`config.mk`:
```
export PLATFORM = sky130hd
export DESIGN_NAME = fetch_ctrl_flat
export DESIGN_NICKNAME = d
export VERILOG_FILES = /design/src/source/fetch_pkg.sv /design/src/source/axi_pkg.sv /design/src/source/icache_if.sv /design/src/source/fetch_ctrl.sv /design/src/flat_wrapper.sv
export SDC_FILE = /design/constraint.sdc
export NUM_CORES = 1
export LEC_CHECK = 0
export ABC_CLOCK_PERIOD_IN_PS = 3900
export BUFFER_PORTS_ARGS = -buffer_cell sky130_fd_sc_hd__buf_2
export CORE_AREA = 4 4 226 228
export CTS_CLUSTER_DIAMETER = 200
export CTS_CLUSTER_SIZE = 12
export DETAILED_ROUTE_END_ITERATION = 8
export DIE_AREA = 0 0 230 232
export PLACE_DENSITY = 0.34
export SYNTH_ARGS = -nofsm -noshare
export SYNTH_HDL_FRONTEND = slang
export SYNTH_SLANG_ARGS = --single-unit
```
`constraint.sdc`:
```
create_clock -name clk -period 3.9 [get_ports clk]
set_clock_uncertainty 0.2 [all_clocks]
set_input_delay 0.39 -clock clk [delete_from_list [all_inputs] [get_ports clk]]
set_output_delay 0.39 -clock clk [all_outputs]
set_load 0.01 [all_outputs]
```
`src/source/fetch_pkg.sv`:
```
package fetch_pkg;

    localparam int NUM_WAYS = 8;
    localparam int NUM_SETS = 64;
    localparam int INDEX_W  = 6;
    localparam int TAG_W    = 55;
    localparam int LINE_W   = 64;
    localparam int INST_W   = 32;
    localparam int XLEN     = 64;

    typedef logic [XLEN-1:0]             addr_t;
    typedef logic [INDEX_W-1:0]          index_t;
    typedef logic [TAG_W-1:0]            tag_t;
    typedef logic [LINE_W-1:0]           line_t;
    typedef logic [INST_W-1:0]           inst_t;
    typedef logic [$clog2(NUM_WAYS)-1:0] way_t;

    typedef enum logic [3:0] {
        TRAP_NONE          = 4'd0,
        TRAP_TIMER_INT     = 4'd1,
        TRAP_INST_MISALIGN = 4'd2
    } trap_t;

    typedef enum logic [1:0] {
        TYPE_NOP     = 2'd0,  // Decode can take an instruction
        TYPE_FENCE_I = 2'd1,
        TYPE_BUSY    = 2'd2
    } id_type_t;

    localparam logic [31:0] CACHED_BASE  = 32'h8000_0000;
    localparam logic [31:0] CACHED_LIMIT = 32'h8fff_ffff;

    localparam int MTIE_BIT = 7;  // mie
    localparam int MTIP_BIT = 7;  // mip
    localparam int MIE_BIT  = 3;  // mstatus

endpackage

```
`src/source/axi_pkg.sv`:
```
package axi_pkg;

    localparam logic [3:0] FETCH_ID = 4'd0;

    typedef enum logic [1:0] {
        RESP_OKAY   = 2'b00,
        RESP_EXOKAY = 2'b01,
        RESP_SLVERR = 2'b10,
        RESP_DECERR = 2'b11
    } resp_t;

    localparam logic [1:0] BURST_FIXED = 2'b00;

    localparam logic [2:0] SIZE_WORD  = 3'd2;  // 4 bytes
    localparam logic [2:0] SIZE_DWORD = 3'd3;  // 8 bytes

endpackage

```
`src/source/icache_if.sv`:
```
interface icache_if;
    import fetch_pkg::*;

    index_t index;
    tag_t   tag;
    logic   word_sel;    // pc[2]
    logic   fill;
    logic   invalidate;
    line_t  fill_line;
    logic   hit;
    way_t   hit_way;
    way_t   fill_way;    // Victim
    inst_t  hit_inst;

    modport ctrl (
        output index, tag, word_sel, fill, invalidate, fill_line,
        input  hit, hit_inst
    );

    modport tags (
        input  index, tag, fill, invalidate,
        output hit, hit_way, fill_way
    );

    modport data (
        input  index, word_sel, fill, fill_line, hit_way, fill_way,
        output hit_inst
    );

endinterface

```
`src/source/fetch_ctrl.sv`:
```
module fetch_ctrl (
    input  logic                       clk,
    input  logic                       rst,
    input  fetch_pkg::addr_t           pc,
    input  logic [fetch_pkg::XLEN-1:0] mstatus,
    input  logic [fetch_pkg::XLEN-1:0] mie,
    input  logic [fetch_pkg::XLEN-1:0] mip,
    input  fetch_pkg::id_type_t        id_type,
    input  logic                       id_ready,
    output fetch_pkg::trap_t           trap,
    output logic                       valid_out,
    output logic                       ready,
    output fetch_pkg::inst_t           inst,
    input  logic                       arready,
    output logic                       arvalid,
    output logic [31:0]                araddr,
    output logic [3:0]                 arid,
    output logic [7:0]                 arlen,
    output logic [2:0]                 arsize,
    output logic [1:0]                 arburst,
    output logic                       rready,
    input  logic                       rvalid,
    input  axi_pkg::resp_t             rresp,
    input  fetch_pkg::line_t           rdata,
    input  logic                       rlast,
    input  logic [3:0]                 rid,
    icache_if.ctrl                     cache
);
    import fetch_pkg::*;
    import axi_pkg::*;

    typedef enum logic [2:0] {START, RCACHE, AR, R, FILL, FINISH} state_t;

    state_t state;
    line_t  rbuf;
    logic   cacheable;
    logic   rd_done;
    logic   go;

    assign cacheable = pc[31:0] >= CACHED_BASE && pc[31:0] <= CACHED_LIMIT;
    assign rd_done   = rvalid && rid == FETCH_ID && rlast
                    && (rresp == RESP_OKAY || rresp == RESP_EXOKAY);

    always_comb begin
        trap = TRAP_NONE;
        if (id_type == TYPE_NOP) begin
            if (mie[MTIE_BIT] && mip[MTIP_BIT] && mstatus[MIE_BIT]) begin
                trap = TRAP_TIMER_INT;
            end else if (pc[1:0] != 2'b00) begin
                trap = TRAP_INST_MISALIGN;
            end
        end
    end

    assign go = trap == TRAP_NONE && id_type == TYPE_NOP;  // Real fetch starts

    always_ff @(posedge clk or posedge rst) begin
        if (rst) begin
            state <= START;
        end else begin
            case (state)
                START:   if (go) state <= (cacheable && cache.hit) ? RCACHE : AR;
                RCACHE:  state <= FINISH;
                AR:      if (arready) state <= R;
                R:       if (rd_done) state <= cacheable ? FILL : FINISH;
                FILL:    state <= RCACHE;
                FINISH:  if (id_ready) state <= START;
                default: state <= START;
            endcase
        end
    end

    always_ff @(posedge clk) begin
        if (state == R && rd_done) begin
            rbuf <= rdata;
        end
    end

    assign cache.index      = pc[8:3];
    assign cache.tag        = pc[63:9];
    assign cache.word_sel   = pc[2];
    assign cache.fill       = state == FILL;
    assign cache.fill_line  = rbuf;
    assign cache.invalidate = id_type == TYPE_FENCE_I && !cache.fill;

    assign arvalid = state == AR;
    assign rready  = state == R;
    assign arid    = FETCH_ID;
    assign arlen   = 8'd0;  // Single beat
    assign arburst = BURST_FIXED;
    assign araddr  = cacheable ? {pc[31:3], 3'b000} : pc[31:0];
    assign arsize  = cacheable ? SIZE_DWORD : SIZE_WORD;

    always_comb begin
        case (state)
            START:   ready = !go;  // Trap or stall answers at once
            FINISH:  ready = id_ready;
            default: ready = 1'b0;
        endcase
    end

    assign valid_out = (state == START && trap != TRAP_NONE) || state == FINISH;

    always_comb begin
        if (cacheable) begin
            inst = cache.hit_inst;
        end else begin
            inst = pc[2] ? rbuf[63:32] : rbuf[31:0];
        end
    end

endmodule

```
`src/flat_wrapper.sv`:
```
// flat-port wrapper written by rule: the top's interface ports become plain ports
module fetch_ctrl_flat import fetch_pkg::*; import axi_pkg::*;
  (clk, rst, pc, mstatus, mie, mip, id_type, id_ready, trap, valid_out, ready, inst, arready, arvalid, araddr, arid, arlen, arsize, arburst, rready, rvalid, rresp, rdata, rlast, rid, cache_index, cache_tag, cache_word_sel, cache_fill, cache_invalidate, cache_fill_line, cache_hit, cache_hit_inst);
  icache_if cache_i ();
  input  logic clk;
  input  logic rst;
  input  fetch_pkg::addr_t pc;
  input  logic [fetch_pkg::XLEN-1:0] mstatus;
  input  logic [fetch_pkg::XLEN-1:0] mie;
  input  logic [fetch_pkg::XLEN-1:0] mip;
  input  fetch_pkg::id_type_t id_type;
  input  logic id_ready;
  output fetch_pkg::trap_t trap;
  output logic valid_out;
  output logic ready;
  output fetch_pkg::inst_t inst;
  input  logic arready;
  output logic arvalid;
  output logic [31:0] araddr;
  output logic [3:0] arid;
  output logic [7:0] arlen;
  output logic [2:0] arsize;
  output logic [1:0] arburst;
  output logic rready;
  input  logic rvalid;
  input  axi_pkg::resp_t rresp;
  input  fetch_pkg::line_t rdata;
  input  logic rlast;
  input  logic [3:0] rid;
  output wire logic [$bits(cache_i.index)-1:0] cache_index;
  output wire logic [$bits(cache_i.tag)-1:0] cache_tag;
  output wire logic [$bits(cache_i.word_sel)-1:0] cache_word_sel;
  output wire logic [$bits(cache_i.fill)-1:0] cache_fill;
  output wire logic [$bits(cache_i.invalidate)-1:0] cache_invalidate;
  output wire logic [$bits(cache_i.fill_line)-1:0] cache_fill_line;
  input wire logic [$bits(cache_i.hit)-1:0] cache_hit;
  input wire logic [$bits(cache_i.hit_inst)-1:0] cache_hit_inst;
  assign cache_index = cache_i.index;
  assign cache_tag = cache_i.tag;
  assign cache_word_sel = cache_i.word_sel;
  assign cache_fill = cache_i.fill;
  assign cache_invalidate = cache_i.invalidate;
  assign cache_fill_line = cache_i.fill_line;
  assign cache_i.hit = cache_hit;
  assign cache_i.hit_inst = cache_hit_inst;
  fetch_ctrl u_core (.clk(clk), .rst(rst), .pc(pc), .mstatus(mstatus), .mie(mie), .mip(mip), .id_type(id_type), .id_ready(id_ready), .trap(trap), .valid_out(valid_out), .ready(ready), .inst(inst), .arready(arready), .arvalid(arvalid), .araddr(araddr), .arid(arid), .arlen(arlen), .arsize(arsize), .arburst(arburst), .rready(rready), .rvalid(rvalid), .rresp(rresp), .rdata(rdata), .rlast(rlast), .rid(rid), .cache(cache_i));
endmodule
```
# Word-level counts from Yosys, hierarchy flattened
# Index checks and enable logic that the tools add are counted.
[totals] input_bits=367 romBits=0 latch_bits=0 ramBits=0 wordCells=53 output_inout_bits=217 mem_count=0 ff_bits=67
[classes] bitwise=0 mul=0 n_shift=0 n_eq_ne=11 magnitude_cmp=2 add_sub_neg=0 n_mux=15 n_div=0 reduce_logical=23
[ops] cell="32-bit two-way mux" n=2
[ops] cell="32-bit greater-or-equal comparator (second input constant)" n=1
[ops] cell="32-bit less-or-equal comparator (second input constant)" n=1
[ops] cell="3-bit case mux with 6 select lines" n=1
[ops] cell="3-bit two-way mux" n=5
[ops] cell="1-bit logical AND" n=11
[ops] cell="4-bit zero test" n=2
[ops] cell="4-bit two-way mux" n=2
[ops] cell="3-bit by 2-bit == test with 1-bit output (second input constant)" n=2
[ops] cell="3-bit == test (second input constant)" n=2
[ops] cell="2-bit by 1-bit == test with 1-bit output (second input constant)" n=2
[ops] cell="2-bit zero test" n=2
[ops] cell="2-bit two-way mux" n=2
[ops] cell="2-bit by 1-bit != test with 1-bit output (second input constant)" n=2
[ops] cell="2-bit != test (second input constant)" n=2
[ops] cell="4-bit AND reduction" n=1
[ops] cell="4-bit nonzero test" n=1
[ops] cell="3-bit by 1-bit == test with 1-bit output (second input constant)" n=1
[ops] cell="3-bit zero test" n=1
[ops] cell="1-bit zero test" n=2
[ops] cell="1-bit logical OR" n=2
[ops] cell="1-bit two-way mux" n=2
[ops] cell="1-bit case mux with 2 select lines" n=1
[ops] cell="2-bit nonzero test" n=1

# Logic depth before layout (Yosys ltp)
# Gate-level depths: netlist of run 1.
[depth] word_depth=8 depth_mapped=5 depth_no_buf=4

# Worst setup path after synthesis of run 1
# OpenSTA, ideal clock, no wires.
[synth_path] path_type="input to register" from="input rresp[1]" to="register u_core.rbuf[0], in the netlist u_core.cache.fill_line[0] (enable)" path_slack_ns=-0.223 stages=3 n_path_buf=0 arrival_ns=3.437 required_ns=3.214 setup_time_ns=0.486 cell_sequence="and4bb_2 -> nand2_1 -> nor2_1"
[synth_via] elab_chain_len=4 elab_cells_between_ends=5 classes_between="eq/ne (1); reduce/logical (4)"
[synth_lines] element="from (decl)" line="flat_wrapper.sv:26" rtl="input axi_pkg::resp_t rresp;"
[synth_lines] element="2-bit by 1-bit == test with 1-bit output or 2-bit zero test (tied branches)" line="fetch_ctrl.sv:42" rtl="&& (rresp == RESP_OKAY || rresp == RESP_EXOKAY);"
[synth_lines] element="1-bit logical OR (*)" line="fetch_ctrl.sv:42"
[synth_lines] element="1-bit logical AND (*)" line="fetch_ctrl.sv:42"
[synth_lines] element="1-bit logical AND (*)" line="fetch_ctrl.sv:74" rtl="if (state == R && rd_done) begin"
[synth_lines] element="to (signal assigned)" line="fetch_ctrl.sv:75" rtl="rbuf <= rdata;"
[synth_lines] element="to (decl)" line="fetch_ctrl.sv:35" rtl="line_t rbuf;"
# Mark *: on every way between the ends. The rest lies on a longest branch, timed or not.
# A chain may end at the register's enable or synchronous reset.

# Final worst setup path of run 1
[layout_path] from="input pc[2]" to="output inst[3]"
[layout_via] elab_chain_len=3 elab_cells_between_ends=5 classes_between="order compare (2); mux (2); reduce/logical (1)"
[layout_lines] element="from (decl)" line="flat_wrapper.sv:7" rtl="input fetch_pkg::addr_t pc;"
[layout_lines] element="32-bit greater-or-equal comparator or 32-bit less-or-equal comparator (tied branches)" line="fetch_ctrl.sv:40" rtl="assign cacheable = pc[31:0] >= CACHED_BASE && pc[31:0] <= CACHED_LIMIT;"
[layout_lines] element="1-bit logical AND" line="fetch_ctrl.sv:40"
[layout_lines] element="32-bit two-way mux (*)" line="fetch_ctrl.sv:105" rtl="if (cacheable) begin"
[layout_lines] element="to (decl)" line="flat_wrapper.sv:16" rtl="output fetch_pkg::inst_t inst;"
# Marks and branches as above.

==> results.py, run 1 <==
metrics = {
    "worst_setup_path": {
        "cp.arrival_ps": 1890,
        "cp_max_fo": 19,
        "cp_slowest_cell": "buf_2",
        "cp_cell_sequence": "buf_2, buf_4, mux2i_1, o21ai_1, buf_2",
        "max_stage_delay_ps": 630,
        "worstSetupPathType": "input port to output pin",
        "path_buf_inv": 3,
        "rrSetupSlack_ps": 2000,
        "critPathLaunchType": "input port",
        "cp_common_cell": "buf_2",
        "cp_top_family": "buffers and inverters",
        "end_kind": "output pin",
        "cp.required_ps": 3310,
    },
    "yosys": {
        "synth_xor_area_frac": 0,
        "yosysTopAreaCell": "edfxtp_1",
        "yosys_warnings": 0,
        "yosysSeqAreaShare": 0.526,
        "synth_area_per_cell_um2": 11.4,
        "synthTopCellsByArea": "edfxtp_1, buf_4, mux2i_1",
        "ys.flop_type": "edfxtp_1",
        "synthAdderAreaFrac": 0,
        "synth.most_common_cell": "buf_4",
        "synth_common_cells": "buf_4, edfxtp_1, nand2_1",
        "synthSimpleGateAreaFrac": 0.0817,
        "ys_ff_latch": 67,
        "synth_cells": 332,
        "synth_cell_types": 33,
        "synth_top_family_by_area": "buffers and inverters",
        "async_flop_share": 0.0448,
        "synth_compound_area_frac": 0.0655,
        "synth-edff-count": 64,
        "synthesis.area_um2": 3800,
        "muxShareOfSynthArea": 0.0843,
        "synth_top_area_frac": 0.506,
    },
    "grt": {
        "grt_use_total": 0.0624,
        "grt_max_degree": 71,
        "overflow": 0,
        "grt_pass1_vias": 3357,
        "antenna_found_initial": 6,
        "grt_pass1_wl_mm": 23.2,
    },
    "clock_tree": {
        "root_buffer": "clkbuf_16",
        "path_clk_slew_ps": 60,
        "cts_buffers": 9,
        "clock_sinks": 67,
        "ctsResizeCount": 0,
        "clock_latency_ps": 370,
        "cts_setup_buffers": 0,
        "hold_buffers": 58,
        "clockBufferDepth": 2,
        "htree_levels": 3,
        "tritoncts": "done",
    },
    "detailed_routing": {
        "wl_per_cell_um": 13.9,
        "first_pass_iters": 4,
        "viasPerCell": 2.57,
        "drt_wl_total_mm": 16.7,
        "drc": 0,
        "ant_nets": 0,
        "drtIter0Drc": 86,
        "vias": 3108,
    },
    "placement": {
        "dp_hpwl_mm": 13.2,
        "gp_congestion": 0.753,
        "dpl.cell_count": 1131,
        "portBuffers": 236,
    },
    "finish": {
        "drive_above_1_share": 0.488,
        "filler_cell_count": 5644,
        "fin_nets": 903,
        "fin_cells": 1208,
        "area_growth_pct": 56.0,
    },
    "timing": {
        "hold_viol": 0,
        "slew_headroom": 0.423,
        "finalSetupViolCount": 0,
        "fmax_mhz": 404,
        "layout_min_cycle_time_ps": 2480,
        "fin_tns_setup_ps": 0,
        "slew_viol_final": 0,
        "tightest_slew_ps": 866,
        "rsz0062_at_grt": "no",
        "post-route-period-util": 0.635,
    },
    "hold_path": {
        "hp-class": "input port to flop",
    },
    "power_and_ir_drop": {
        "power_leakage_uw": 0.00239,
        "ir_drop_uv": 245,
        "p_per_area_nw_per_um2": 354,
    },
    "floorplanning": {
        "start_util": 0.0778,
        "die_x_um": 230,
        "row_count": 81,
        "io_pins": 584,
        "die_h_um": 232,
        "core_area_um2": 48800,
        "dieArea_um2": 53400,
    },
    "run": {
        "drv_cap": 0,
    },
    "outcome": {
        "status": "finished clean",
    },
}
-- flip-flops by register name (all words and copies together), names as in the netlist --
signal / flops
u_core.cache.fill_line: 64
u_core.state: 3
-- power breakdown --
group / leakage (uW) / total (uW) / switching (uW) / internal [uW]
Sequential: 0.000612 / 840 / 34.9 / 805
Combinational: 0.00164 / 364 / 168 / 196
Clock: 0.000144 / 893 / 393 / 500
Total: 0.00239 / 2100 / 596 / 1500
-- stage by stage --
stage	utilization	area [um^2]	setup slack, ps	hold slack (ps)	power [uW]
final	0.121	5930	1420	30.2	2100
after detailed placement	0.103	5040	1400	60.2	1180
after global routing	0.121	5920	1330	7.14	2230
after global placement	0.103	5040	1360	57.3	1180
after floorplan	-	3860	839	-56.4	1150
after CTS	0.121	5920	1390	0.726	2170
-- worst register-to-register path: stages, from the launching register on --
cell      delay [ps]
dfrtp_1          470
nand3b_1         280
nor2_4           150
buf_12           290
-- area by class of cell --
cell class                      count  area, um^2  share of cell area
Timing Repair Buffer              300        1830               0.309
Multi-Input combinational cell    156         955               0.161
Antenna cell                        3        7.51             0.00127
Clock inverter                      7        72.6              0.0122
Tap cell                          664         831               0.140
Inverter                            2        7.51             0.00127
Clock buffer                        9         225              0.0380
Sequential cell                    67        2000               0.337
-- path summary, 6_finish.rpt --
path | end | cells after the start | from
setup / recovery | inst[3] | 5 | pc[2]
hold / removal | u_core.cache.fill_line[4]$_DFFE_PP_ | 1 | rdata[4]
setup reg to reg | u_core.cache.fill_line[57]$_DFFE_PP_ | 3 | u_core.state[2]$_DFFE_PP0P_
hold reg to reg | u_core.state[2]$_DFFE_PP0P_ | 1 | u_core.state[0]$_DFFE_PP0P_
max in group asynchronous | u_core.state[2]$_DFFE_PP0P_ | 3 | rst
min in group asynchronous | u_core.state[1]$_DFFE_PP0P_ | 3 | rst
-- layer usage --
layer / vias to the layer above / part of all wire / track usage
li1: 1433 / - / -
met1: 1337 / 0.35 / 0.0628
met2: 259 / 0.46 / 0.0967
met3: 73 / 0.13 / 0.0352
met4: 6 / 0.058 / 0.0465
met5: - / 0.0024 / 0
-- cells in the final DEF, fill, tap and decap left out, types with 2 or more instances in the layout --
master	instances
buf_2	236
edfxtp_1	64
dlygate4sd3_1	58
nand2_1	39
mux2i_1	32
o21ai_0	28
conb_1	18
clkbuf_16	9
nor2_1	6
a21oi_1	4
o21ai_1	4
buf_4	4
diode_2	3
nor2b_1	3
inv_6	3
dfrtp_1	3
nor3_1	2
nor3b_1	2
nand3_1	2
inv_1	2
buf_12	2
-- logic make-up after synthesis --
| family | count (synthesis) |
|---|---|
| DFF | 67 |
| muxes | 32 |
| AOI/OAI and AO/OA | 43 |
| other | 2 |
| buffers and inverters | 125 |
| and+or+nand+nor | 63 |
Note: power is estimated with default switching activity, not from simulation.
==> inputs of run 2 (changes only) <==
--- a/config.mk
+++ b/config.mk
@@ -5,7 +5,7 @@
 export SDC_FILE = /design/constraint.sdc
 export NUM_CORES = 1
 export LEC_CHECK = 0
-export ABC_CLOCK_PERIOD_IN_PS = 3900
+export ABC_CLOCK_PERIOD_IN_PS = 2200
 export BUFFER_PORTS_ARGS = -buffer_cell sky130_fd_sc_hd__buf_2
 export CORE_AREA = 4 4 226 228
 export CTS_CLUSTER_DIAMETER = 200
==> constraint.sdc (replaced) <==
create_clock -name clk -period 2.2 [get_ports clk]
set_clock_uncertainty 0.2 [all_clocks]
set_input_delay 0.22 -clock clk [delete_from_list [all_inputs] [get_ports clk]]
set_output_delay 0.22 -clock clk [all_outputs]
set_load 0.01 [all_outputs]
==> run 2 against run 1 <==
Critical path depth is 1 lower. Total power is 75% higher. Sequential power is 76% higher. Count of clock-buffer cells in the layout stayed put. Routed wire length is 0.94% higher. Critical path type is now flop to output pin. Highest routed layer unchanged.
==> results.py, run 2 (synthesis results as in run 1) <==
metrics = {
    "outcome": {
        "status": "finished clean",
    },
    "power_and_ir_drop": {
        "p_int_uw": 2630,
        "p_per_area_nw_per_um2": 607,
        "pwr-share-comb": 0.208,
        "p_sw_frac": 0.284,
        "power_frac_seq": 0.403,
        "pwr-share-clk": 0.388,
        "power_leakage_uw": 0.00245,
        "ir_drop_uv": 377,
        "p_sw_uw": 1050,
    },
    "worst_setup_path": {
        "cp_slowest_cell": "dfrtp_2",
        "max_stage_delay_ps": 450,
        "worstSetupPathType": "flop to output pin",
        "cp_cell_sequence": "or3_4, a31oi_4, o21bai_1, buf_2",
        "cp.required_ps": 1780,
        "cp.arrival_ps": 1650,
        "cp_max_fo": 6,
        "critPathLaunchType": "flop",
        "end_kind": "output pin",
    },
    "detailed_routing": {
        "vias": 3136,
        "ant_nets": 0,
        "drtIter0Drc": 45,
        "viasPerCell": 2.57,
        "drc": 0,
        "drt_wl_total_mm": 16.9,
        "wl_per_cell_um": 13.8,
        "first_pass_iters": 4,
    },
    "floorplanning": {
        "start_util": 0.0778,
        "io_pins": 584,
        "dieArea_um2": 53400,
        "die_x_um": 230,
        "core_area_um2": 48800,
        "die_h_um": 232,
        "row_count": 81,
    },
    "grt": {
        "antenna_found_initial": 7,
        "overflow": 0,
        "grt_max_degree": 71,
        "grt_use_total": 0.0628,
        "grt_pass1_wl_mm": 23.3,
        "grt_pass1_vias": 3366,
    },
    "timing": {
        "holdWs_ps": 58.7,
        "fin_tns_setup_ps": 0,
        "hold_viol": 0,
        "post-route-period-util": 0.939,
        "layout_min_cycle_time_ps": 2070,
        "slew_viol_final": 0,
        "rsz0062_at_grt": "no",
        "fmax_mhz": 484,
        "finalSetupViolCount": 0,
    },
    "finish": {
        "drive_above_1_share": 0.489,
        "fin_nets": 919,
        "largest_reg_flops": 64,
        "final_common_cell": "buf_2",
        "finalInstanceArea_um2": 6050,
        "area_growth_pct": 59.3,
        "layout_common_cells": "buf_2, dlygate4sd3_1, edfxtp_1",
        "post-route-util": 0.124,
        "fin_cells": 1222,
    },
    "clock_tree": {
        "clock_sinks": 67,
        "path_clk_slew_ps": 70,
        "root_buffer": "clkbuf_16",
        "htree_levels": 3,
        "cts_buffers": 9,
        "tritoncts": "done",
        "clockBufferDepth": 2,
        "clock_latency_ps": 370,
    },
    "placement": {
        "dp_hpwl_mm": 13.4,
        "gp_congestion": 0.737,
        "dpl.cell_count": 1130,
        "placed_area_um2": 5050,
        "portBuffers": 236,
    },
    "hold_path": {
        "hp-class": "input port to asynchronous set/reset pin",
    },
    "run": {
        "drv_cap": 0,
    },
}
run 2: cell count changes in the layout (fill, tap and decap cells not counted), moves of 3 or more:
| cell | delta |
|---|---|
| buf_4 | +6 |
| dlygate4sd3_1 | +9 |
| dfrtp_1 | -3 |
| dfrtp_2 | +3 |
run 2: cell type report:
class / count / area [um^2]
Timing Repair Buffer: 316 / 1990
Clock inverter: 6 / 41.3
Clock buffer: 9 / 225
Sequential cell: 67 / 2000
Multi-Input combinational cell: 156 / 955
Antenna cell: 2 / 5.00
Inverter: 2 / 7.51
Fill cell: 5597 / 42800
Tap cell: 664 / 831
run 2: power groups by stage:
stage | clock network, uW | registers [uW] | logic, uW
3_5_place_dp | 0 | 1510 | 565
2_1_floorplan | 0 | 1470 | 560
5_1_grt | 1590 | 1490 | 853
3_3_place_gp | 0 | 1520 | 564
6_report | 1430 | 1480 | 766
4_1_cts | 1550 | 1490 | 662
run 2: per-layer routing:
layer	vias to the layer above	wire [um]	global-route usage
met5	-	73	0
met4	10	1040	0.0461
met3	78	2130	0.0350
met2	246	8190	0.105
met1	1337	5470	0.0580
li1	1465	-	-
run 2: final timing paths:
path	startpoint	endpoint	slack, ps	cells after the start
min in group clk	cache_hit	u_core.state[0]$_DFFE_PP0P_	110	4
min	rst	u_core.state[2]$_DFFE_PP0P_	60	3
min reg2reg	u_core.state[1]$_DFFE_PP0P_	u_core.state[1]$_DFFE_PP0P_	400	1
max in group asynchronous	rst	u_core.state[1]$_DFFE_PP0P_	1600	3
max	u_core.state[1]$_DFFE_PP0P_	ready	130	4
max reg2reg	u_core.state[2]$_DFFE_PP0P_	u_core.cache.fill_line[30]$_DFFE_PP_	270	4
run 2: worst max-delay path, delay by kind of cell, from the launching register on:
kind	cells	cell delay (ps)
compound gates	2	270
flops	1	450
simple gates	1	410
buf+inv	1	140
run 2: what timing repair did:
action,CTS,global route
endpoints found under the setup margin,1,1
setup buffers,0,8
gates resized for setup,1,2
hold buffers,67,0
hold endpoints to repair,69,0
run 2: stage by stage:
step	setup slack, ps	total power [uW]
floorplan	-52.2	2030
global placement	263	2080
detailed placement	266	2080
CTS	16.0	3700
global route	36.7	3930
finish	135	3680
